$ cat config.mk
export PLATFORM = sky130hd
export DESIGN_NAME = AluControl
export DESIGN_NICKNAME = d
export VERILOG_FILES = /design/src/hw/mipsPkg.sv /design/src/hw/AluControl.sv
export VERILOG_INCLUDE_DIRS = /design/src /design/src/hw
export SDC_FILE = /design/constraint.sdc
export NUM_CORES = 1
export LEC_CHECK = 0
export ABC_AREA = 1
export BUFFER_PORTS_ARGS = -buffer_cell sky130_fd_sc_hd__clkbuf_2
export CAP_MARGIN = 5
export CORE_AREA = 2 2 39 41
export DETAILED_ROUTE_END_ITERATION = 7
export DIE_AREA = 0 0 41 43
export GPL_TIMING_DRIVEN = 0
export PLACE_DENSITY = 0.57
export SLEW_MARGIN = 0
export SYNTH_ARGS = -nofsm -noshare
export SYNTH_HDL_FRONTEND = slang
export SYNTH_SLANG_ARGS = --single-unit
$ cat constraint.sdc
create_clock -name vclk -period 1.3
set_input_delay 0.13 -clock vclk [all_inputs]
set_output_delay 0.13 -clock vclk [all_outputs]
set_load 0.01 [all_outputs]
$ cat src/hw/mipsSettings.svh
`ifndef MIPS_SETTINGS_SVH
`define MIPS_SETTINGS_SVH

// ********************
// core dimensions
// ********************

`define DATA_WIDTH 32

`define IMEM_DEPTH 256

`define DMEM_DEPTH 256

`define REG_COUNT 32

`endif

$ cat src/hw/mipsPkg.sv
`include "mipsSettings.svh"

package mipsPkg;

    typedef logic [`DATA_WIDTH-1:0] word_t;
    typedef logic [$clog2(`REG_COUNT)-1:0] regIndex_t;
    typedef logic [5:0] opcode_t;
    typedef logic [5:0] funct_t;
    typedef logic [1:0] aluOp_t;
    typedef logic [3:0] aluFunc_t;
    typedef logic [$clog2(`IMEM_DEPTH)-1:0] imemIndex_t;

    // ********************
    // instruction encodings
    // ********************
    localparam opcode_t opRType = 6'h00;
    localparam opcode_t opLw = 6'h23;
    localparam opcode_t opSw = 6'h2b;
    localparam opcode_t opBeq = 6'h04;
    localparam opcode_t opJ = 6'h02;
    localparam opcode_t opAddi = 6'h08;

    localparam funct_t functAdd = 6'h20;
    localparam funct_t functSub = 6'h22;
    localparam funct_t functAnd = 6'h24;
    localparam funct_t functOr = 6'h25;
    localparam funct_t functSlt = 6'h2a;

    localparam aluOp_t aluOpAdd = 2'b00; // memory address and addi.
    localparam aluOp_t aluOpSub = 2'b01; // beq compare.
    localparam aluOp_t aluOpFunct = 2'b10; // R-type, decided by funct.

    localparam aluFunc_t aluAnd = 4'b0000;
    localparam aluFunc_t aluOr = 4'b0001;
    localparam aluFunc_t aluAdd = 4'b0010;
    localparam aluFunc_t aluSub = 4'b0110;
    localparam aluFunc_t aluSlt = 4'b0111;

endpackage

$ cat src/hw/AluControl.sv
`timescale 1ns/10ps

module AluControl (
    input  mipsPkg::aluOp_t    aluOp,
    input  mipsPkg::word_t     instruction,
    output mipsPkg::aluFunc_t  aluFunc
);

    mipsPkg::funct_t funct;

    assign funct = instruction[5:0];

    always_comb begin
        case (aluOp)
            mipsPkg::aluOpSub: begin
                aluFunc = mipsPkg::aluSub;
            end
            mipsPkg::aluOpFunct: begin
                case (funct)
                    mipsPkg::functAdd: aluFunc = mipsPkg::aluAdd;
                    mipsPkg::functSub: aluFunc = mipsPkg::aluSub;
                    mipsPkg::functAnd: aluFunc = mipsPkg::aluAnd;
                    mipsPkg::functOr: aluFunc = mipsPkg::aluOr;
                    mipsPkg::functSlt: aluFunc = mipsPkg::aluSlt;
                    default: aluFunc = mipsPkg::aluAdd; // other funct codes add.
                endcase
            end
            default: begin
                aluFunc = mipsPkg::aluAdd; // address and addi.
            end
        endcase
    end

endmodule

-- After elaboration in Yosys (flattened, before gate mapping)
Cells that the tools add are included.
- flip-flop bits (word level): 0
- output and inout bits: 4
- logic and storage cells: 8
- equal/unequal tests: 6
- multiplexer cells: 2
- operators with widths (operator ; count):
    $eq A6 B6 Y1 const B ; 4
    $pmux W3 S4 ; 1
    $pmux W3 S2 ; 1
    $eq A2 B1 Y1 const B ; 1
    $eq A2 B2 Y1 const B ; 1

-- Longest topological paths before layout
- depth after elaboration: 3
- gate-level depth with buffers: 8
- gate-level depth less buffers: 8

-- Worst setup path after synthesis
No wires, ideal clock.
- kind: input-to-output
- start: input aluOp[0]
- end: output aluFunc[0]
- arrival time: 0.879 ns
- path slack: 0.291 ns
- stages on the path: 4
- path through: inv_1 > ha_1 > or2_1 > a21oi_1
- cells in the longest elaborated chain, start to end: 2
- elaborated cells on any way between the ends: 3
- classes of those cells: 2 x eq/ne; 1 x mux
- ends and longest elaborated chain (item ; line ; RTL):
    start, declared ; AluControl.sv:4 ; input mipsPkg::aluOp_t aluOp,
    $eq A2 B2 Y1 or $eq A2 B1 Y1 (tied branches) ; AluControl.sv:14 ; case (aluOp)
    $pmux W3 S2 * ; AluControl.sv:14 ;
    end, declared ; AluControl.sv:6 ; output mipsPkg::aluFunc_t aluFunc
Every way passes the cells marked *; elsewhere a longest branch is shown, timed or not.

-- Final worst setup path
Ends and elaborated chain as after synthesis.

==> metrics.txt <==
hold_buf cts=0; worst path required time=1.17 ns; Filler Cell Count=171; Ant. Diodes=0; Sequential cell area=0 um2; cts repair resizes=0; Synth top area share=0.1824; final hold slack=around 0.61 ns; FFs & Latches=0; post-route clock period utilization=0.9111; syn nets=75; die area=between 1500 and 2000 um2; share of layout cells above drive strength 1=0.3200; setup bufs post-CTS=0; P_leak=between 0.15 and 0.2 nW; drt pass-1 iters=1; drt initial violations=0; crit path DAT=roughly 1.1 ns; Avg Cell Area, Syn=about 4.7 um2; clock buffers=0; RSZ-0062 raised after global routing=no; outcome=complete, no violations; GR Util All Layers=0.04595; register area share after synthesis=0; Core Rows=14; worst hold path type=primary input to output pin; total gr overflow=0; first-pass GRT wire length=634 um; Initial Util=0.1338; post-DP HPWL=360.7 um; Layout area overhead=40.54%; dpl ws=0.09727 ns; core area=roughly 1400 um2; gpl congestion=0.6684; Port Buffer Count=11; I/O Pins=38; nets@finish=88; Crit. End Element=output pin; crit-path cells=clkbuf_2, inv_1, ha_1, or2_1, a21oi_1, clkbuf_2; critical path endpoint=aluFunc[0]; leading area contributor after synthesis=inv_1; TNS Setup=0 ns; Yosys cell types=11; Power Density=232.9 nW/um2; Final Setup Violations=0; overall power=between 0.06 and 0.07 mW; Mapped Area=between 150 and 200 um2; final core utilization=0.1881; initial antenna violation count=0; max-slew violation count=0; antenna-violating nets left=0; endpoints failing hold=0; CP max-delay cell=ha_1; vias post-DR=224; DRC=0; DIE HEIGHT=43 um; crit-path max FO=3; WL final=about 370 um; vias in the first global route=~190; top cells by area, synth=inv_1 (18%), nand2_1 (16%), nor2_1 (14%); crit path kind=primary input to output pin; peak supply drop=roughly 0.07 mV; CP most frequent cell=clkbuf_2; largest net degree at the start of global routing=5; drt wl/cell=roughly 5.7 um; Worst Setup SP=aluOp[0]; vias per inst=~3.4; Die Wd=41 um; Crit path largest cell delay=between 0.3 and 0.4 ns; fmax=between 800 and 900 MHz; Final min period=~1.2 ns; CP Launch Type=primary input; Synthesis Warnings=0; instance count of the mapped netlist=39; max_cap viols=0; Final WS setup=between 0.1 and 0.15 ns
==> cells in the mapped netlist (all sizes together) <==
library cell   n
ha             2
nand2          8
a21oi          2
buf            1
or2            1
conb           1
nand3          4
inv           10
nor2          10
==> placed cells by master (no fill, tap or decap), drive strengths merged <==
master / n
a21oi: 2
buf: 1
clkbuf: 11
conb: 1
ha: 2
inv: 10
nand2: 8
nand3: 4
nor2: 10
or2: 1
==> worst max-delay path, delay by kind of cell <==
kind | cells | cell delay, ns
fa+ha+maj | 1 | 0.31
buf+inv | 3 | 0.27
simple gates | 1 | 0.23
compound gates | 1 | 0.11
==> logic make-up after synthesis <==
kind of cell,count (synthesis),share of synthesized area
AO/OA/AOI/OAI,2,0.05406
buffers and inverters,11,0.2432
other,1,0.02025
AND/OR/NAND/NOR,23,0.5474
adder cells (fa/ha/maj),2,0.1351
==> worst min-delay path by stage <==
stage / from / end / slack [ns] / depth (start not counted)
floorplan: instruction[3] / aluFunc[0] / 0.41 / 2
detailed placement: instruction[3] / aluFunc[0] / 0.62 / 4
CTS: instruction[3] / aluFunc[0] / 0.62 / 4
global placement: instruction[3] / aluFunc[0] / 0.62 / 4
global route: instruction[3] / aluFunc[0] / 0.63 / 4
finish: instruction[3] / aluFunc[0] / 0.61 / 4
==> layout make-up <==
class	count	area, um2	share of cell area
Inverter	10	37.54	0.1442
Timing Repair Buffer	11	55.05	0.2115
Tap cell	16	20.02	0.07692
Multi-Input combinational cell	28	140.1	0.5385
Buffer	1	7.507	0.02885
==> metal layers <==
layer / track usage / routed length (um) / vias to the layer above
met5: 0 / 0 / -
met4: 0 / 0 / 0
met3: 0 / 34 / 0
met2: 0.08438 / 161 / 7
met1: 0.06013 / 178 / 84
li1: - / - / 133
==> report_power, final <==
group          switching, mW  leakage (nW)  total, mW  internal [mW]
combinational         0.0336         0.160     0.0606         0.0270
sequential                 0             0          0              0
clock                      0             0          0              0
total                 0.0336         0.160     0.0606         0.0270
==> metrics by stage <==
step,area [um2],std cells
final,260.3,66
after CTS,260.3,66
after global routing,260.3,66
after detailed placement,260.3,66
after floorplan,185.2,39
after global placement,260.3,66
No activity file was read; power rests on OpenSTA's default activity.
