==> src/hw/mipsSettings.svh <==
`ifndef MIPS_SETTINGS_SVH
`define MIPS_SETTINGS_SVH

// ********************
// core dimensions
// ********************

`define DATA_WIDTH 32

`define IMEM_DEPTH 256

`define DMEM_DEPTH 256

`define REG_COUNT 32

`endif

==> src/hw/mipsPkg.sv <==
`include "mipsSettings.svh"

package mipsPkg;

    typedef logic [`DATA_WIDTH-1:0] word_t;
    typedef logic [$clog2(`REG_COUNT)-1:0] regIndex_t;
    typedef logic [5:0] opcode_t;
    typedef logic [5:0] funct_t;
    typedef logic [1:0] aluOp_t;
    typedef logic [3:0] aluFunc_t;
    typedef logic [$clog2(`IMEM_DEPTH)-1:0] imemIndex_t;

    // ********************
    // instruction encodings
    // ********************
    localparam opcode_t opRType = 6'h00;
    localparam opcode_t opLw = 6'h23;
    localparam opcode_t opSw = 6'h2b;
    localparam opcode_t opBeq = 6'h04;
    localparam opcode_t opJ = 6'h02;
    localparam opcode_t opAddi = 6'h08;

    localparam funct_t functAdd = 6'h20;
    localparam funct_t functSub = 6'h22;
    localparam funct_t functAnd = 6'h24;
    localparam funct_t functOr = 6'h25;
    localparam funct_t functSlt = 6'h2a;

    localparam aluOp_t aluOpAdd = 2'b00; // memory address and addi.
    localparam aluOp_t aluOpSub = 2'b01; // beq compare.
    localparam aluOp_t aluOpFunct = 2'b10; // R-type, decided by funct.

    localparam aluFunc_t aluAnd = 4'b0000;
    localparam aluFunc_t aluOr = 4'b0001;
    localparam aluFunc_t aluAdd = 4'b0010;
    localparam aluFunc_t aluSub = 4'b0110;
    localparam aluFunc_t aluSlt = 4'b0111;

endpackage

==> src/hw/Alu.sv <==
`timescale 1ns/10ps

module Alu (
    input  mipsPkg::word_t     readData1,
    input  mipsPkg::word_t     readData2,
    input  mipsPkg::word_t     instruction,
    input  logic               aluSource,
    input  mipsPkg::aluFunc_t  aluFunc,
    output mipsPkg::word_t     aluResult,
    output logic               zero
);

    mipsPkg::word_t signExtended;
    mipsPkg::word_t operand2;

    assign signExtended = {{16{instruction[15]}}, instruction[15:0]};
    assign operand2 = aluSource ? signExtended : readData2;

    always_comb begin
        case (aluFunc)
            mipsPkg::aluAnd: aluResult = readData1 & operand2;
            mipsPkg::aluOr: aluResult = readData1 | operand2;
            mipsPkg::aluSub: aluResult = readData1 - operand2;
            mipsPkg::aluSlt: begin
                aluResult = '0;
                aluResult[0] = $signed(readData1) < $signed(operand2); // signed compare.
            end
            default: aluResult = readData1 + operand2;
        endcase
    end

    assign zero = (aluResult == '0);

endmodule

==> config.mk <==
export PLATFORM = sky130hd
export DESIGN_NAME = Alu
export DESIGN_NICKNAME = d
export VERILOG_FILES = /design/src/hw/mipsPkg.sv /design/src/hw/Alu.sv
export VERILOG_INCLUDE_DIRS = /design/src /design/src/hw
export SDC_FILE = /design/constraint.sdc
export NUM_CORES = 1
export LEC_CHECK = 0
export BUFFER_PORTS_ARGS = -buffer_cell sky130_fd_sc_hd__buf_2
export CORE_UTILIZATION = 60
export DETAILED_ROUTE_END_ITERATION = 7
export PLACE_DENSITY = 0.89
export SLEW_MARGIN = 10
export SYNTH_ARGS = -nofsm -noshare
export SYNTH_HDL_FRONTEND = slang
export SYNTH_SLANG_ARGS = --single-unit
==> constraint.sdc <==
create_clock -name vclk -period 12.55
set_input_delay 2.51 -clock vclk [all_inputs]
set_output_delay 2.51 -clock vclk [all_outputs]
set_load 0.01 [all_outputs]
After elaboration in Yosys (flattened, before gate mapping):

Index checks and enable logic that the tools add are counted.

* register bits: 0
* input port bits: 101
* output and inout bits: 33
* logic and storage cells: 12

* add/subtract/negate cells: 2
* $lt $le $gt $ge: 1
* eq/ne operators: 3
* multiplexer cells: 2
* bitwise operators: 2
* reduce and logical (&&, ||, !) cells: 2

Operator list (count)
* $pmux W32 S4: 1
* $add A32 B32 Y32: 1
* $and A32 B32 Y32: 1
* $logic_not A32 Y1: 1
* $lt A32 B32 Y1: 1
* $mux W32: 1
* $or A32 B32 Y32: 1
* $sub A32 B32 Y32: 1
* $eq A4 B3 Y1 const B: 2
* $eq A4 B1 Y1 const B: 1
* $logic_not A4 Y1: 1

Logic depth before layout (Yosys ltp):

* word-level depth: 4
* gate-level depth with buffers: 17
* depth with buffers taken out: 14

Worst setup path before layout:

Ideal clock, no wire load.

* path kind: input to output
* from: input port aluSource
* to: output port zero
* arrival: 6896 ps
* data required time: 10040 ps
* path slack: 3144 ps
* stages: 15
* buffers on the path: 2
* cells stage by stage: clkbuf_1 -> clkbuf_1 -> mux2i_1 -> inv_1 -> fa_1 -> nor2_1 -> o311ai_2 -> a2111oi_4 -> o311ai_4 -> a21oi_2 -> o21ai_2 -> o32a_1 -> or4b_1 -> a2111o_1 -> nor2_1

* word-level cells in the longest chain between the ends: 4
* elaborated cells on any way between the ends: 8
* those cells by class: add/sub: 2; order compare: 1; mux: 2; bitwise: 2; reduce/logical: 1

RTL lines
* start: declaration: line Alu.sv:7 `input logic aluSource,`
* $mux W32 *: line Alu.sv:17 `assign operand2 = aluSource ? signExtended : readData2;`
* $add A32 B32 Y32, or another cell as far along: line Alu.sv:28 `default: aluResult = readData1 + operand2;`
* $pmux W32 S4 *: line Alu.sv:20 `case (aluFunc)`
* via aluResult[0]: line Alu.sv:9 `output mipsPkg::word_t aluResult,`
* $logic_not A32 Y1 *: line Alu.sv:32 `assign zero = (aluResult == '0);`
* end: declaration: line Alu.sv:10 `output logic zero`

Mark *: on every way through the listed nets, which the timed path passes. The rest lies on a longest branch.

Final worst setup path:

* from: input port aluSource
* to: output port zero

* word-level cells in the longest chain between the ends: 4
* elaborated cells on any way between the ends: 8
* those cells by class: add/sub: 2; order compare: 1; mux: 2; bitwise: 2; reduce/logical: 1

RTL lines (line)
* $mux W32 *: Alu.sv:17
* $add A32 B32 Y32, or another cell as far along: Alu.sv:28
* $pmux W32 S4 *: Alu.sv:20
* $logic_not A32 Y1 *: Alu.sv:32

Every way passes the cells marked *; elsewhere a longest branch is shown, timed or not.

==> out/results.ini <==
[layout]
final_cells = 1118
final_util_pct = 67.8
fin_nets = 1195
num-fill-cells = 915
nFlopsAndLatches = 0
antenna_cells = 0
final_area_um2 = 6600
final_common_cell = buf_2
register_area_um2 = 0
multi_input_area_um2 = 5410
num-clock-buffers = 0
final_layout_size_suffix_gt1_share_pct = 15.5
final_cell_mix = buf_2, ha_1, inv_1, nand2_1, a21oi_1
syn_to_final_growth_pct = 10.0

[floorplanning]
initial_core_util_pct = 61.6
ios = 134
dieHeight_um = 102
fp-row-count = 36
die_x_um = 102
coreArea_um2 = 9730
die_area_um2 = 10400

[sta]
slew_headroom_pct = 32.8
drv_slew = 0
rsz0062_at_grt = no
whs_ns = 5.52
setup_violations = 0
worst_pin_slew_ns = 0.995
fin_crit_ns = 10.15
fin_tns_setup_ns = 0
final-hold-violation-count = 0
fin_crit_sh_pct = 80.9
max_freq_mhz = 98.5

[detailed_routing]
drt-total-wl_um = 18600
drc = 0
drtPass1Iterations = 5
vias = 7332
drtAntennaViolNets = 0
drt-wirelength-per-cell_um = 16.6
drt_first_iter_violations = 816
vias_per_cell = 6.56

[synth]
synth_top_area_share_pct = 21.9
avgSynthCellArea_um2 = 6.56
syn-num-nets = 1122
seq_area_frac_synth_pct = 0
yosys_warnings = 0
yosysUniqueCellTypes = 84
synth_cells = 914
synthTopCellsByArea = ha_1, a21oi_1, inv_1
netlist_area_um2 = 6000
yosysTopAreaCell = ha_1

[hold_path]
hold_class = input pin to primary output
hp-start = aluFunc[3]

[status]
status = finished clean

[global_routing]
grt.total_usage_pct = 34.5
antenna_found_initial = 0
grt_pass1_vias = 6354
grt_pass1_wl_um = 29400
grt_start_max_net_pins = 63
grt_overflow = 0

[setup_path]
crit_start = aluSource
path_delay_family = compound AO/OA/AOI/OAI gates
worstSetupEndpointType = primary output
worst-path-buf-inv = 3
worstPathRequired_ns = 10.04
slowest_stage = clkinv_1
arrival_ns = 7.64
critical_path_peak_fanout = 17
slowest_delay_ns = 0.70
path_class = input pin to primary output
crit_top_cell = a21oi_1
worstPathCellList = buf_2, clkinv_1, a21oi_1, ha_1, a21oi_1, a221oi_1, a21oi_1, a211oi_1, nor2_1, a21boi_0, o311ai_0, nor4_1, nand4_1, nor2_1, buf_2
cp-start-kind = input pin

[place]
hpwlAfterDp_um = 14400
dpl_cell_area_um2 = 6600
gp_congestion = 1.02
dp_cells = 1118
io_buffers = 118

[clock_network]
cts_resized = 0
postCtsSetupRepairBufs = 0
holdBufCountCts = 0

[job]
cap_violations = 0

[pwr]
vdd.ir_drop.worst_v = 0.0000352
p_leak_nw = 3.24
power.density_nw_per_um2 = 59.1

==> layer usage <==
metal | up-vias | part of all wire [%] | track usage (%)
met5 | - | 0 | 0
met4 | 0 | 3.1 | 11.1
met3 | 66 | 11 | 3.28
met2 | 491 | 43 | 56.5
met1 | 3279 | 43 | 47.4
li1 | 3496 | - | -
==> metrics by stage <==
step	power, W	worst slack, ns
after CTS	0.000378	2.77
final	0.000390	2.40
after detailed placement	0.000376	2.78
after floorplan	0.000271	3.14
after global placement	0.000370	2.75
after global routing	0.000424	2.07
==> layout make-up <==
class / instances / share of cell area, %
multi-input cells: 759 / 82.0
inverters: 102 / 5.80
well taps: 133 / 2.52
repair buffers: 124 / 9.63
==> Yosys cell counts, types with 5 or more instances <==
master     instances
a31oi_1            8
xnor2_1           10
nand3_1           20
mux2i_1           25
a21oi_1           81
a21o_1            17
nand2b_1           9
o2111ai_1          5
or3_1              9
and2_1             5
o31ai_1           11
nor4_1             9
o21a_1             9
or2_2              6
nand4_1           10
nor3_1            18
o21ai_0           61
nand2_1           84
clkbuf_1          48
a221oi_1           7
nor2_1            72
inv_1            101
o311ai_0           8
and3_1             9
ha_1             105
o21bai_1           7
o22ai_1            7
a211oi_1          18
o221ai_1          12
o211ai_1          16
nor2b_1           13
==> final timing paths <==
| kind | end | cells past startpoint |
|---|---|---|
| max | zero | 15 |
| min | aluResult[1] | 3 |
==> report_power, final <==
group	internal, W	switching, W	total, W
combinational	0.000148	0.000242	0.000390
sequential	0	0	0
clock	0	0	0
total	0.000148	0.000242	0.000390
==> cells by family after synthesis <==
group | Yosys count | synth area share [%]
compound gates | 325 | 37.7
mux | 26 | 4.36
buf+inv | 155 | 9.89
simple gates | 287 | 23.5
xor+xnor | 14 | 2.04
fa+ha+maj | 107 | 22.6
(Power assumes the default switching activity.)
