## config.mk

```make
export PLATFORM = sky130hd
export DESIGN_NAME = ControlUnit
export DESIGN_NICKNAME = d
export VERILOG_FILES = /design/src/hw/mipsPkg.sv /design/src/hw/ControlUnit.sv
export VERILOG_INCLUDE_DIRS = /design/src /design/src/hw
export SDC_FILE = /design/constraint.sdc
export NUM_CORES = 1
export LEC_CHECK = 0
export BUFFER_PORTS_ARGS = -buffer_cell sky130_fd_sc_hd__clkbuf_2
export CORE_AREA = 2 2 39 41
export DETAILED_ROUTE_END_ITERATION = 12
export DIE_AREA = 0 0 41 43
export MAX_ROUTING_LAYER = met4
export PLACE_DENSITY = 0.61
export SLEW_MARGIN = 20
export SYNTH_ARGS = -nofsm -noshare
export SYNTH_HDL_FRONTEND = slang
export SYNTH_SLANG_ARGS = --single-unit
```

## constraint.sdc

```tcl
create_clock -name vclk -period 1.4
set_clock_uncertainty 0.15 [all_clocks]
set_input_delay 0.35 -clock vclk [all_inputs]
set_output_delay 0.35 -clock vclk [all_outputs]
set_load 0.02 [all_outputs]
```

## src/hw/mipsSettings.svh

```systemverilog
`ifndef MIPS_SETTINGS_SVH
`define MIPS_SETTINGS_SVH

// ********************
// core dimensions
// ********************

`define DATA_WIDTH 32

`define IMEM_DEPTH 256

`define DMEM_DEPTH 256

`define REG_COUNT 32

`endif

```

## src/hw/mipsPkg.sv

```systemverilog
`include "mipsSettings.svh"

package mipsPkg;

    typedef logic [`DATA_WIDTH-1:0] word_t;
    typedef logic [$clog2(`REG_COUNT)-1:0] regIndex_t;
    typedef logic [5:0] opcode_t;
    typedef logic [5:0] funct_t;
    typedef logic [1:0] aluOp_t;
    typedef logic [3:0] aluFunc_t;
    typedef logic [$clog2(`IMEM_DEPTH)-1:0] imemIndex_t;

    // ********************
    // instruction encodings
    // ********************
    localparam opcode_t opRType = 6'h00;
    localparam opcode_t opLw = 6'h23;
    localparam opcode_t opSw = 6'h2b;
    localparam opcode_t opBeq = 6'h04;
    localparam opcode_t opJ = 6'h02;
    localparam opcode_t opAddi = 6'h08;

    localparam funct_t functAdd = 6'h20;
    localparam funct_t functSub = 6'h22;
    localparam funct_t functAnd = 6'h24;
    localparam funct_t functOr = 6'h25;
    localparam funct_t functSlt = 6'h2a;

    localparam aluOp_t aluOpAdd = 2'b00; // memory address and addi.
    localparam aluOp_t aluOpSub = 2'b01; // beq compare.
    localparam aluOp_t aluOpFunct = 2'b10; // R-type, decided by funct.

    localparam aluFunc_t aluAnd = 4'b0000;
    localparam aluFunc_t aluOr = 4'b0001;
    localparam aluFunc_t aluAdd = 4'b0010;
    localparam aluFunc_t aluSub = 4'b0110;
    localparam aluFunc_t aluSlt = 4'b0111;

endpackage

```

## src/hw/ControlUnit.sv

```systemverilog
`timescale 1ns/10ps

module ControlUnit (
    input  mipsPkg::word_t   instruction,
    input  logic             run,
    output logic             regDst,
    output logic             jump,
    output logic             branch,
    output logic             memWrite,
    output logic             memToReg,
    output mipsPkg::aluOp_t  aluOp,
    output logic             aluSource,
    output logic             regWrite
);

    mipsPkg::opcode_t opcode;
    logic decodedMemWrite;
    logic decodedRegWrite;

    assign opcode = instruction[31:26];

    always_comb begin
        regDst = 1'b0;
        jump = 1'b0;
        branch = 1'b0;
        decodedMemWrite = 1'b0;
        memToReg = 1'b0;
        aluOp = mipsPkg::aluOpAdd;
        aluSource = 1'b0;
        decodedRegWrite = 1'b0;
        case (opcode)
            mipsPkg::opRType: begin
                regDst = 1'b1; // destination is rd.
                aluOp = mipsPkg::aluOpFunct;
                decodedRegWrite = 1'b1;
            end
            mipsPkg::opLw: begin
                aluSource = 1'b1;
                memToReg = 1'b1;
                decodedRegWrite = 1'b1;
            end
            mipsPkg::opSw: begin
                aluSource = 1'b1;
                decodedMemWrite = 1'b1;
            end
            mipsPkg::opBeq: begin
                branch = 1'b1;
                aluOp = mipsPkg::aluOpSub; // zero flag compares rs and rt.
            end
            mipsPkg::opJ: begin
                jump = 1'b1;
            end
            mipsPkg::opAddi: begin
                aluSource = 1'b1;
                decodedRegWrite = 1'b1;
            end
            default: begin
            end
        endcase
    end

    assign memWrite = decodedMemWrite && run; // nothing is written while stopped.
    assign regWrite = decodedRegWrite && run;

    jumpBranchExclusive: assert #0 (!(jump && branch))
        else $error("jump and branch decoded together");

endmodule

```

Yosys cells after proc, flatten, opt, wreduce, memory -nomap -nowiden
Cells that the tools add are included.
{"block": "word_totals", "regBits": 0, "inputBits": 33, "out_inout_bits": 9, "wordCells": 18}
{"block": "classes", "n_eq_ne": 5, "n_mux": 8, "reduce_logical": 5}
{"cell": "$eq A6 B6 Y1 const B", "count": 2}
{"cell": "$mux W1", "count": 7}
{"cell": "$eq A6 B2 Y1 const B", "count": 1}
{"cell": "$eq A6 B3 Y1 const B", "count": 1}
{"cell": "$eq A6 B4 Y1 const B", "count": 1}
{"cell": "$logic_not A6 Y1", "count": 1}
{"cell": "$reduce_or A3 Y1", "count": 2}
{"cell": "$pmux W2 S2", "count": 1}
{"cell": "$logic_and A1 B1 Y1", "count": 2}

Longest topological paths before layout
{"block": "depth", "word_depth": 4, "ltp_mapped": 2, "ltp_nobuf": 2}

Worst setup path after synthesis
Ideal clock, no wire load.
{"block": "synth_path", "kind": "in2out", "from": "input port instruction[27]", "to": "output port aluOp[0]", "t_arrival_ns": 1.533, "t_required_ns": 0.900, "setup_slack_ns": -0.633, "stages": 2, "n_path_buf": 0, "path_cell_list": "or3_4 nor4b_1"}
{"block": "synth_via", "elab_chain_cells": 2, "elab_cells_between_ends": 3, "classes_between": "1 x eq/ne; 1 x mux; 1 x reduce/logical"}
{"element": "start: declaration", "line": "ControlUnit.sv:4", "source": "input mipsPkg::word_t instruction,"}
{"element": "$eq A6 B3 Y1 or $logic_not A6 Y1 (tied branches)", "line": "ControlUnit.sv:31", "source": "case (opcode)"}
{"element": "$pmux W2 S2 *", "line": "ControlUnit.sv:31"}
{"element": "end: declaration", "line": "ControlUnit.sv:11", "source": "output mipsPkg::aluOp_t aluOp,"}
Every way passes the cells marked *; elsewhere a longest branch is shown, timed or not.

Worst setup path in the final report
{"block": "layout_path", "from": "input port instruction[26]", "to": "output port aluOp[1]"}
Same word-level chain as after synthesis.

==> impl_results.md <==
- Required @ worst endpoint: roughly 0.90 ns
- Core area: 0.00138 mm2
- Die width: just over 40 um
- Critical path endpoint category: output port
- Post-route minimum period: roughly 1.9 ns
- Final WL: 637 um
- Clk_buf instances: 0
- Startpoint types: input pin
- Syn Area/Cell: 8.05 um2
- CP max FO: 4
- Area growth syn-to-layout: 249%
- DP Wirelength: 447 um
- Post-detailed-route wirelength per cell: 11.4 um
- First-pass GRT wire length: 897 um
- Initial Util: 9.31%
- Reg area: 0 um2
- Total power: roughly 0.093 mW
- Switching Power: 0.0439 mW
- Register area share after synthesis: 0%
- Syn_nets: between 40 and 50
- Total negative slack: -3.15 ns
- Top sig layer: met3
- Pre-CTS setup slack: -0.549 ns
- Tot GR Track Use: 6.96%
- Switching share of total power: between 40% and 50%
- Global route total overflow: 0
- CTS Hold Bufs: 0
- Seq pwr share: 0%
- Yosys top cell by area: nor4b_1
- Num sequential: 0
- Final #Nets: 75
- Worst Setup SP: instruction[26]
- Wire length on met1: about 300 um
- Ratio of cells with drive above 1 in the final layout: approximately 90%
- Hold WC Path Type: input pin to output port
- Critical Path AT: 1.37 ns
- Top cells by area, synth: nor4b_1 20%, a2111oi_2 12%, nor4_1 9.7%
- Final Hold Viols: 0
- Die ar.: 0.00176 mm2
- Final period util: 134%
- Outcome: finished with violations
- Largest net degree at the start of global routing: 9
- Failing checks: setup timing
- Fin worst setup slack: -0.472 ns
- Vias per cell: roughly 4.2
- Combinational share of power: 100.0%
- Met3 routed WL: between 30 and 40 um
- Post-layout util: approximately a third
- Number of global-route vias before repair: between 200 and 250
- Maximum clock rate: between 0.5 and 0.6 GHz
- Worst slew pin tran: approximately 0.24 ns
- Post-synth cell types: 12
- Remaining DRCs: 0
- Ys Warns: 0
- Final setup fails: 9
- Synth cell count leaders: 3 x nor4b_1, 2 x nor2_1, 2 x nor4_1
- Max transition margin: 84.2%
- Antenna-violating nets left: 0
- Initial antenna violation count: 0
- Most numerous cell in the Yosys netlist: nor4b_1
- RSZ-0062 raised after global routing: yes
- Max Cap Violations: 0
- WS Path Type: input pin to output port
- Pwr dens: 207 mW/mm2
- Mapped cell area: ~130 um2
- Mapped Cells: 16
- Power share of the clock group: 0%
- Share of the synthesized area in the top cell type: a little over 20%
- Met2 wire length: 298 um
- Port buffer count: 16
- Die H: approximately 43 um
- IO Pins: 42
- Row count: 14
- Fillers: 156
- Leakage: about 0.19 nW
- Internal power: roughly 0.05 mW
- GP Congestion: just over 0.6
- TritonRoute pass-1 iters: 1
- Max-slew violation count: 0
- Drt first-iter violations: 0
- # diodes: 0
- Crit path to: aluOp[1]
- Peak supply drop: 0.0000719 V
- Via count: 234
-- worst min path at each step --
stage | startpoint | end | slack (ns) | cells past startpoint
after CTS | run | regWrite | 0.92 | 4
after global routing | run | regWrite | 0.92 | 4
after detailed placement | run | regWrite | 0.91 | 4
final | run | regWrite | 0.91 | 4
after floorplan | instruction[30] | aluOp[0] | 0.59 | 1
after global placement | run | regWrite | 0.91 | 4
-- cells in the final DEF, fill, tap and decap left out --
cell | synthesis | final
and3b_1 | 1 | 1
and4_1 | 1 | 1
buf_2 | 0 | 2
clkbuf_4 | 0 | 1
buf_8 | 0 | 1
and4b_2 | 1 | 1
clkbuf_8 | 0 | 3
a2111oi_4 | 0 | 1
inv_1 | 1 | 1
buf_6 | 0 | 6
nor2_4 | 0 | 1
nor4b_4 | 0 | 3
or3_4 | 1 | 1
buf_4 | 0 | 8
and3_4 | 0 | 1
o21a_1 | 1 | 1
nand4b_1 | 1 | 1
clkbuf_2 | 0 | 3
nor2_2 | 0 | 1
nor4_2 | 0 | 2
-- final cells by class --
class                           count  area, um2  area share, %
Inverter                            1       3.75          0.836
Multi-Input combinational cell     15        209           46.5
Tap cell                           16       20.0           4.46
Timing Repair Buffer               24        216           48.2
-- power groups by stage --
stage	sequential (mW)	clock, mW	combinational (mW)
2_1_floorplan	0	0	0.0230
3_3_place_gp	0	0	0.0637
3_5_place_dp	0	0	0.0649
4_1_cts	0	0	0.0763
5_1_grt	0	0	0.0978
6_report	0	0	0.0929
-- per-stage QoR --
stage / cell area (um2) / instances / hold slack (ns)
6_report: 449 / 56 / 0.911
5_1_grt: 449 / 56 / 0.923
4_1_cts: 393 / 54 / 0.920
3_5_place_dp: 322 / 53 / 0.909
3_3_place_gp: 322 / 53 / 0.909
2_1_floorplan: 184 / 16 / 0.587
-- metal layers --
metal  vias to the layer above  track usage [%]
li1                        119                -
met1                       107             9.81
met2                         8             11.6
met3                         0                0
met4                         0                0
met5                         -                -
-- critical path, cell delays in order --
cell and delay [ns]:
buf_6 0.09, or3_4 0.43, buf_4 0.16, nor4_2 0.13, buf_2 0.20
-- timing repair --
action	4_1_cts	5_1_grt
gates resized for setup	16	16
endpoints found under the setup margin	9	9
pin swaps	6	5
setup buffers	2	2
-- logic make-up (layout without fill, tap and decap cells) --
group	Yosys count	count (layout)	share of synthesized area, %
buffers and inverters	1	25	2.91
and+or+nand+nor	13	13	79.6
AOI/OAI and AO/OA	2	2	17.5
Note: power is estimated with default switching activity, not from simulation.
