<file path="src/hw/mipsSettings.svh">
`ifndef MIPS_SETTINGS_SVH
`define MIPS_SETTINGS_SVH

// ********************
// core dimensions
// ********************

`define DATA_WIDTH 32

`define IMEM_DEPTH 256

`define DMEM_DEPTH 256

`define REG_COUNT 32

`endif

</file>
<file path="src/hw/mipsPkg.sv">
`include "mipsSettings.svh"

package mipsPkg;

    typedef logic [`DATA_WIDTH-1:0] word_t;
    typedef logic [$clog2(`REG_COUNT)-1:0] regIndex_t;
    typedef logic [5:0] opcode_t;
    typedef logic [5:0] funct_t;
    typedef logic [1:0] aluOp_t;
    typedef logic [3:0] aluFunc_t;
    typedef logic [$clog2(`IMEM_DEPTH)-1:0] imemIndex_t;

    // ********************
    // instruction encodings
    // ********************
    localparam opcode_t opRType = 6'h00;
    localparam opcode_t opLw = 6'h23;
    localparam opcode_t opSw = 6'h2b;
    localparam opcode_t opBeq = 6'h04;
    localparam opcode_t opJ = 6'h02;
    localparam opcode_t opAddi = 6'h08;

    localparam funct_t functAdd = 6'h20;
    localparam funct_t functSub = 6'h22;
    localparam funct_t functAnd = 6'h24;
    localparam funct_t functOr = 6'h25;
    localparam funct_t functSlt = 6'h2a;

    localparam aluOp_t aluOpAdd = 2'b00; // memory address and addi.
    localparam aluOp_t aluOpSub = 2'b01; // beq compare.
    localparam aluOp_t aluOpFunct = 2'b10; // R-type, decided by funct.

    localparam aluFunc_t aluAnd = 4'b0000;
    localparam aluFunc_t aluOr = 4'b0001;
    localparam aluFunc_t aluAdd = 4'b0010;
    localparam aluFunc_t aluSub = 4'b0110;
    localparam aluFunc_t aluSlt = 4'b0111;

endpackage

</file>
<file path="src/hw/Registers.sv">
`timescale 1ns/10ps
`include "mipsSettings.svh"

module Registers (
    input  logic                clk,
    input  logic                reset,
    input  mipsPkg::word_t      instruction,
    input  logic                regDst,
    input  logic                regWrite,
    input  logic                memToReg,
    input  mipsPkg::word_t      aluResult,
    input  mipsPkg::word_t      readDataMem,
    output mipsPkg::word_t      readData1,
    output mipsPkg::word_t      readData2,
    output mipsPkg::regIndex_t  writeIndex,
    output mipsPkg::word_t      writeData
);

    mipsPkg::word_t regs [`REG_COUNT];
    mipsPkg::regIndex_t rs;
    mipsPkg::regIndex_t rt;
    mipsPkg::regIndex_t rd;

    assign rs = instruction[25:21];
    assign rt = instruction[20:16];
    assign rd = instruction[15:11];

    assign readData1 = regs[rs];
    assign readData2 = regs[rt];

    // ********************
    // write back
    // ********************

    assign writeIndex = regDst ? rd : rt;
    assign writeData = memToReg ? readDataMem : aluResult;

    always_ff @(posedge clk) begin
        if (reset) begin
            for (int i = 0; i < `REG_COUNT; i++) begin
                regs[i] <= '0;
            end
        end else if (regWrite && writeIndex != '0) begin
            regs[writeIndex] <= writeData; // register 0 is never written.
        end
    end

    zeroRegister: assert property (@(posedge clk) disable iff (reset) regs[0] == '0)
        else $error("register 0 holds a nonzero value");

endmodule

</file>
<file path="config.mk">
export PLATFORM = sky130hd
export DESIGN_NAME = Registers
export DESIGN_NICKNAME = d
export VERILOG_FILES = /design/src/hw/mipsPkg.sv /design/src/hw/Registers.sv
export VERILOG_INCLUDE_DIRS = /design/src /design/src/hw
export SDC_FILE = /design/constraint.sdc
export NUM_CORES = 2
export LEC_CHECK = 0
export BUFFER_PORTS_ARGS = -buffer_cell sky130_fd_sc_hd__buf_4
export CAP_MARGIN = 20
export CORE_MARGIN = 4
export CORE_UTILIZATION = 35
export DETAILED_ROUTE_END_ITERATION = 12
export GPL_TIMING_DRIVEN = 0
export PLACE_DENSITY_LB_ADDON = 0.08
export SETUP_SLACK_MARGIN = 0.05
export SLEW_MARGIN = 20
export SYNTH_ARGS = -nofsm -noshare
export SYNTH_HDL_FRONTEND = slang
export SYNTH_SLANG_ARGS = --single-unit
</file>
<file path="constraint.sdc">
create_clock -name clk -period 4.1 [get_ports clk]
set_input_delay 0.82 -clock clk [delete_from_list [all_inputs] [get_ports clk]]
set_output_delay 0.82 -clock clk [all_outputs]
set_load 0.02 [all_outputs]
</file>
== Yosys cells after proc, flatten, opt, wreduce, memory -nomap -nowiden ==
Memories as Yosys holds them, arrays and structs flattened.
Cells that the tools add are included.
Widths: inputs -> output; s select.
Word-level totals
  bits in registers: 0
  memories: 1
  word-level logic and storage cells: 14
  output and inout bits: 101
  memory bits (writable): 1024
  input port bits: 101
Operators by class
  reductions and logical operators: 3
  multiplexer cells: 10
Memory list
  regs: depth 32, width 32, read ports 2, clocked after memory_dff 0, write ports 32, RTL line Registers.sv:19  | mipsPkg::word_t regs [`REG_COUNT];
Operator list (count)
  $mux 32: 2
  $reduce_or 32->1: 1
  $mux 5: 2
  $mux 1: 6
  $reduce_bool 5->1: 1
  $logic_and 1x1->1: 1

== Longest topological paths before layout ==
  word-level depth: 8
  depth in mapped cells: 8
  gate-level depth less buffers: 5

== Worst setup path after synthesis ==
No wires, ideal clock.
  path kind: input to register
  start: in instruction[16]
  end: mem regs[6][0] in the netlist's numbering (enable)
  stages on the path: 7
  setup time: 479 ps
  path slack: 858 ps
  buffers on the path: 2
  required time: 3621 ps
  arrival: 2764 ps
  cells stage by stage: buf_2 inv_2 o21ai_0 and2b_4 nand3_2 buf_2 nand2_1
RTL lines
  start: declaration: RTL line Registers.sv:7  | input mipsPkg::word_t instruction,
  end: declaration: RTL line Registers.sv:19

== Worst setup path after layout ==
  start: in instruction[22]
  end: out readData1[17]
Between the ends
  longest elaborated chain between the ends: 1
Ends and longest elaborated chain
  $mem_v2 32x32
  end: declaration: RTL line Registers.sv:13  | output mipsPkg::word_t readData1,
Every way passes these cells.

==> results.md <==
* max-capacitance violation count: 0
* Sinks on Clock Net: 1,024
* die area: 160,000 um2
* clock root cell: clkbuf_16
* Switching Fraction: 28.2%
* most common cell after layout, fill and taps aside: mux2i_1
* synth top area cells: edfxtp_1 57%, mux2i_1 20%, nor2_1 7.0%, a22oi_1 2.7%, a22o_1 2.1%
* maximum buffer depth of the clock tree: 3
* sequential element share of the synthesized area: 57.2%
* Global Route Usage Sum: 28.6%
* height of the chip: 400 um
* final count of negative-setup-slack endpoints: 3
* final routed wirelength across all metal layers: 233,000 um
* number of enable flip-flop cells after synthesis: 1,024
* switching power: 7640 uW
* total grt overflow: 0
* Routed WL per cell: 32.4 um
* Initial Util: 35.3%
* Peak Freq: 0.242 GHz
* unrepaired setup endpoints after global routing: yes
* P per Cell Area: 430 nW/um2
* clock share of power: 39.4%
* Final ANT Viol Nets: 0
* Buffers on Ports: 179
* top register by number of flip-flops: regs
* number of flip-flops and latches in the synthesized netlist: 1,024
* # placed instances: 6,974
* CP most frequent cell: buf_4
* cell-by-cell trace of the critical path: buf_4 > buf_4 > buf_4 > buf_4 > mux2i_1 > a22oi_1 > nand3_1 > nand3_2 > buf_4
* endpoint of the worst setup timing path: readData1[17]
* antenna violations before repair: 8
* result of the run: complete, but fails checks
* clock transition at the registers of the reported paths: 0.06 ns
* Slew Viols, Final: 0
* required time worst endpoint: 3.28 ns
* crit path buf inv count: 5
* floorplan core area: 152,000 um2
* endpoint class of the critical path: output pin
* combinational cell fraction of total power: 14.7%
* design area: 63,000 um2
* most frequent cells in the layout: 1,043 x mux2i_1, 1,024 x edfxtp_1, 997 x nor2_1
* synthesized area: 53,700 um2
* DP Area: 58,400 um2
* max incr delay on CP: 0.34 ns
* violations in the final reports: setup timing
* fraction of registers with async set/reset: 0%
* relative contribution of sequential cells to total power: 45.8%
* detail-routed via count per cell: 5.68
* final instance count without filler cells: 7,198
* path category of the worst min-delay check: in -> reg
* largest fanout on the critical path: 10
* site row count: 143
* floorplan die width: 400 um
* via count of the first global-routing pass: 40,700
* area added between synthesis and finish: 17.2%
* Pleak: 0.0252 uW
* worst path arrival time: 3.31 ns
* leading register cell type out of synthesis: edfxtp_1
* half-perimeter wire length of the detailed placement result: 179,000 um
* count of unique library cells instantiated by Yosys: 39
* DRC: 0
* worst setup slack after placement: -1.07 ns
* count of buffers added by post-CTS timing repair for setup: 0
* average footprint of a synthesized cell: 11.4 um2
* largest net degree at the start of global routing: 33
* kind of cell with the highest combined delay on the critical path: buffers and inverters
* dominant cell type by area after synthesis: edfxtp_1
* final critical-path share of the clock period: 101%
* first-pass GRT wire length: 317,000 um
* Final Net Count: 5,167
* cell depth of the worst setup path: 9
* global placement routability congestion: 0.923
* iteration count of the initial detailed-routing pass: 6
* CP Class: in -> out
* total chip power: 27,100 uW
* Initial DRC Count: 4,223
* synthesis warning total: 0
* share of cells above drive strength 1: 14.7%
* TritonCTS clock tree: built
* crit path launch type: primary input
* time the final worst path needs with I/O delays and setup: 4.13 ns
* vias post-DR: 40,900
* Slew @ Worst Pin: 1.14 ns
* maximum VDD drop: 0.000357 V
* top cell type's share of synthesized area: 57.2%
* highest-delay cell along the critical path: nand3_1
* Final Hold Vio Count: 0
* largest registers ranked by flip-flop count: regs: 1024 flops
* number of standard cells after synthesis: 4,706
* number of buffers created by CTS: 120
* internal portion of total power: 19,400 uW
* smallest setup slack after layout: -0.0325 ns
* total I/O pin count: 202
* launching element of the worst setup path: instruction[22]
* flip-flop count of the largest register after layout: 1,024
* H-tree Lvls: 3
* Max-slew headroom: 23.7%
## per-stage QoR
step                hold slack [ns]  TNS [ns]  utilization [%]
floorplan                      1.12         0                -
global placement               1.25   -808.93             37.9
detailed placement             1.26    -65.01             38.4
CTS                           0.474    -0.256             41.3
global route                  0.517   -0.0621             41.3
finish                        0.515   -0.0522             41.4
## repair_timing
action / CTS / global route
pin swaps: 0 / 0
cloned: 0 / 0
hold buffers: 0 / 0
resized for setup: 202 / 83
endpoints found under the setup margin: 71 / 53
## metal layers
layer  wire length, um  track usage (%)
met4             18300             18.3
met2            105000             45.2
met5                 0                0
met1             94700             37.0
met3             15200             4.00
## area by class of cell
cell class / instances / area, um2
buffer: 455 / 2390
fill: 14800 / 89300
clock inverter: 65 / 539
clock buffer: 155 / 3240
sequential: 1024 / 30700
multi-input combinational: 3221 / 21500
tap: 2030 / 2540
inverter: 37 / 139
timing repair buffer: 207 / 1910
antenna: 4 / 10.0
## power by group through the flow
stage          clock network, uW  logic [uW]  registers (uW)
2_1_floorplan                  0        2090           12500
3_3_place_gp                   0        3780           12600
3_5_place_dp                   0        3880           12600
4_1_cts                    10800        3950           12400
5_1_grt                    11200        4140           12500
6_report                   10700        3980           12400
## worst min-delay path by stage
stage	start	endpoint	slack (ns)	depth (start not counted)
after floorplan	aluResult[31]	regs[2][31]$_SDFFCE_PN0P_	1.12	2
final	aluResult[28]	regs[5][28]$_SDFFCE_PN0P_	0.51	3
after global routing	aluResult[29]	regs[4][29]$_SDFFCE_PN0P_	0.52	3
after detailed placement	aluResult[28]	regs[5][28]$_SDFFCE_PN0P_	1.26	3
after CTS	aluResult[29]	regs[4][29]$_SDFFCE_PN0P_	0.47	3
after global placement	aluResult[29]	regs[5][29]$_SDFFCE_PN0P_	1.25	3
## worst min-delay path, stage by stage
cell and delay [ns]:
buf_4 0.08, mux2i_1 0.12, nor2_1 0.12
## cells in the mapped netlist, types with 2 or more instances
cell,count
a22o_1,128
nand3_1,204
nor2b_1,5
a22oi_1,192
edfxtp_1,1024
buf_1,25
nand2_1,245
inv_1,36
clkbuf_1,243
a31oi_1,64
mux2_2,2
nor2_1,997
nand2b_1,6
nor3b_1,2
and2_1,5
a21oi_1,192
buf_2,186
o22ai_2,2
nand3_2,6
o21ai_0,3
mux2i_1,1057
nor3_1,65
## logic make-up (layout without fill, tap and decap cells)
group | count (synthesis) | after routing | synth area share [%]
AOI/OAI and AO/OA | 587 | 587 | 7.46
buffers and inverters | 492 | 919 | 3.88
DFF | 1024 | 1024 | 57.2
muxes | 1060 | 1060 | 19.8
other | 1 | 36 | 0.00698
and+or+nand+nor | 1542 | 1542 | 11.6
Power figures use the tool's default switching activity.
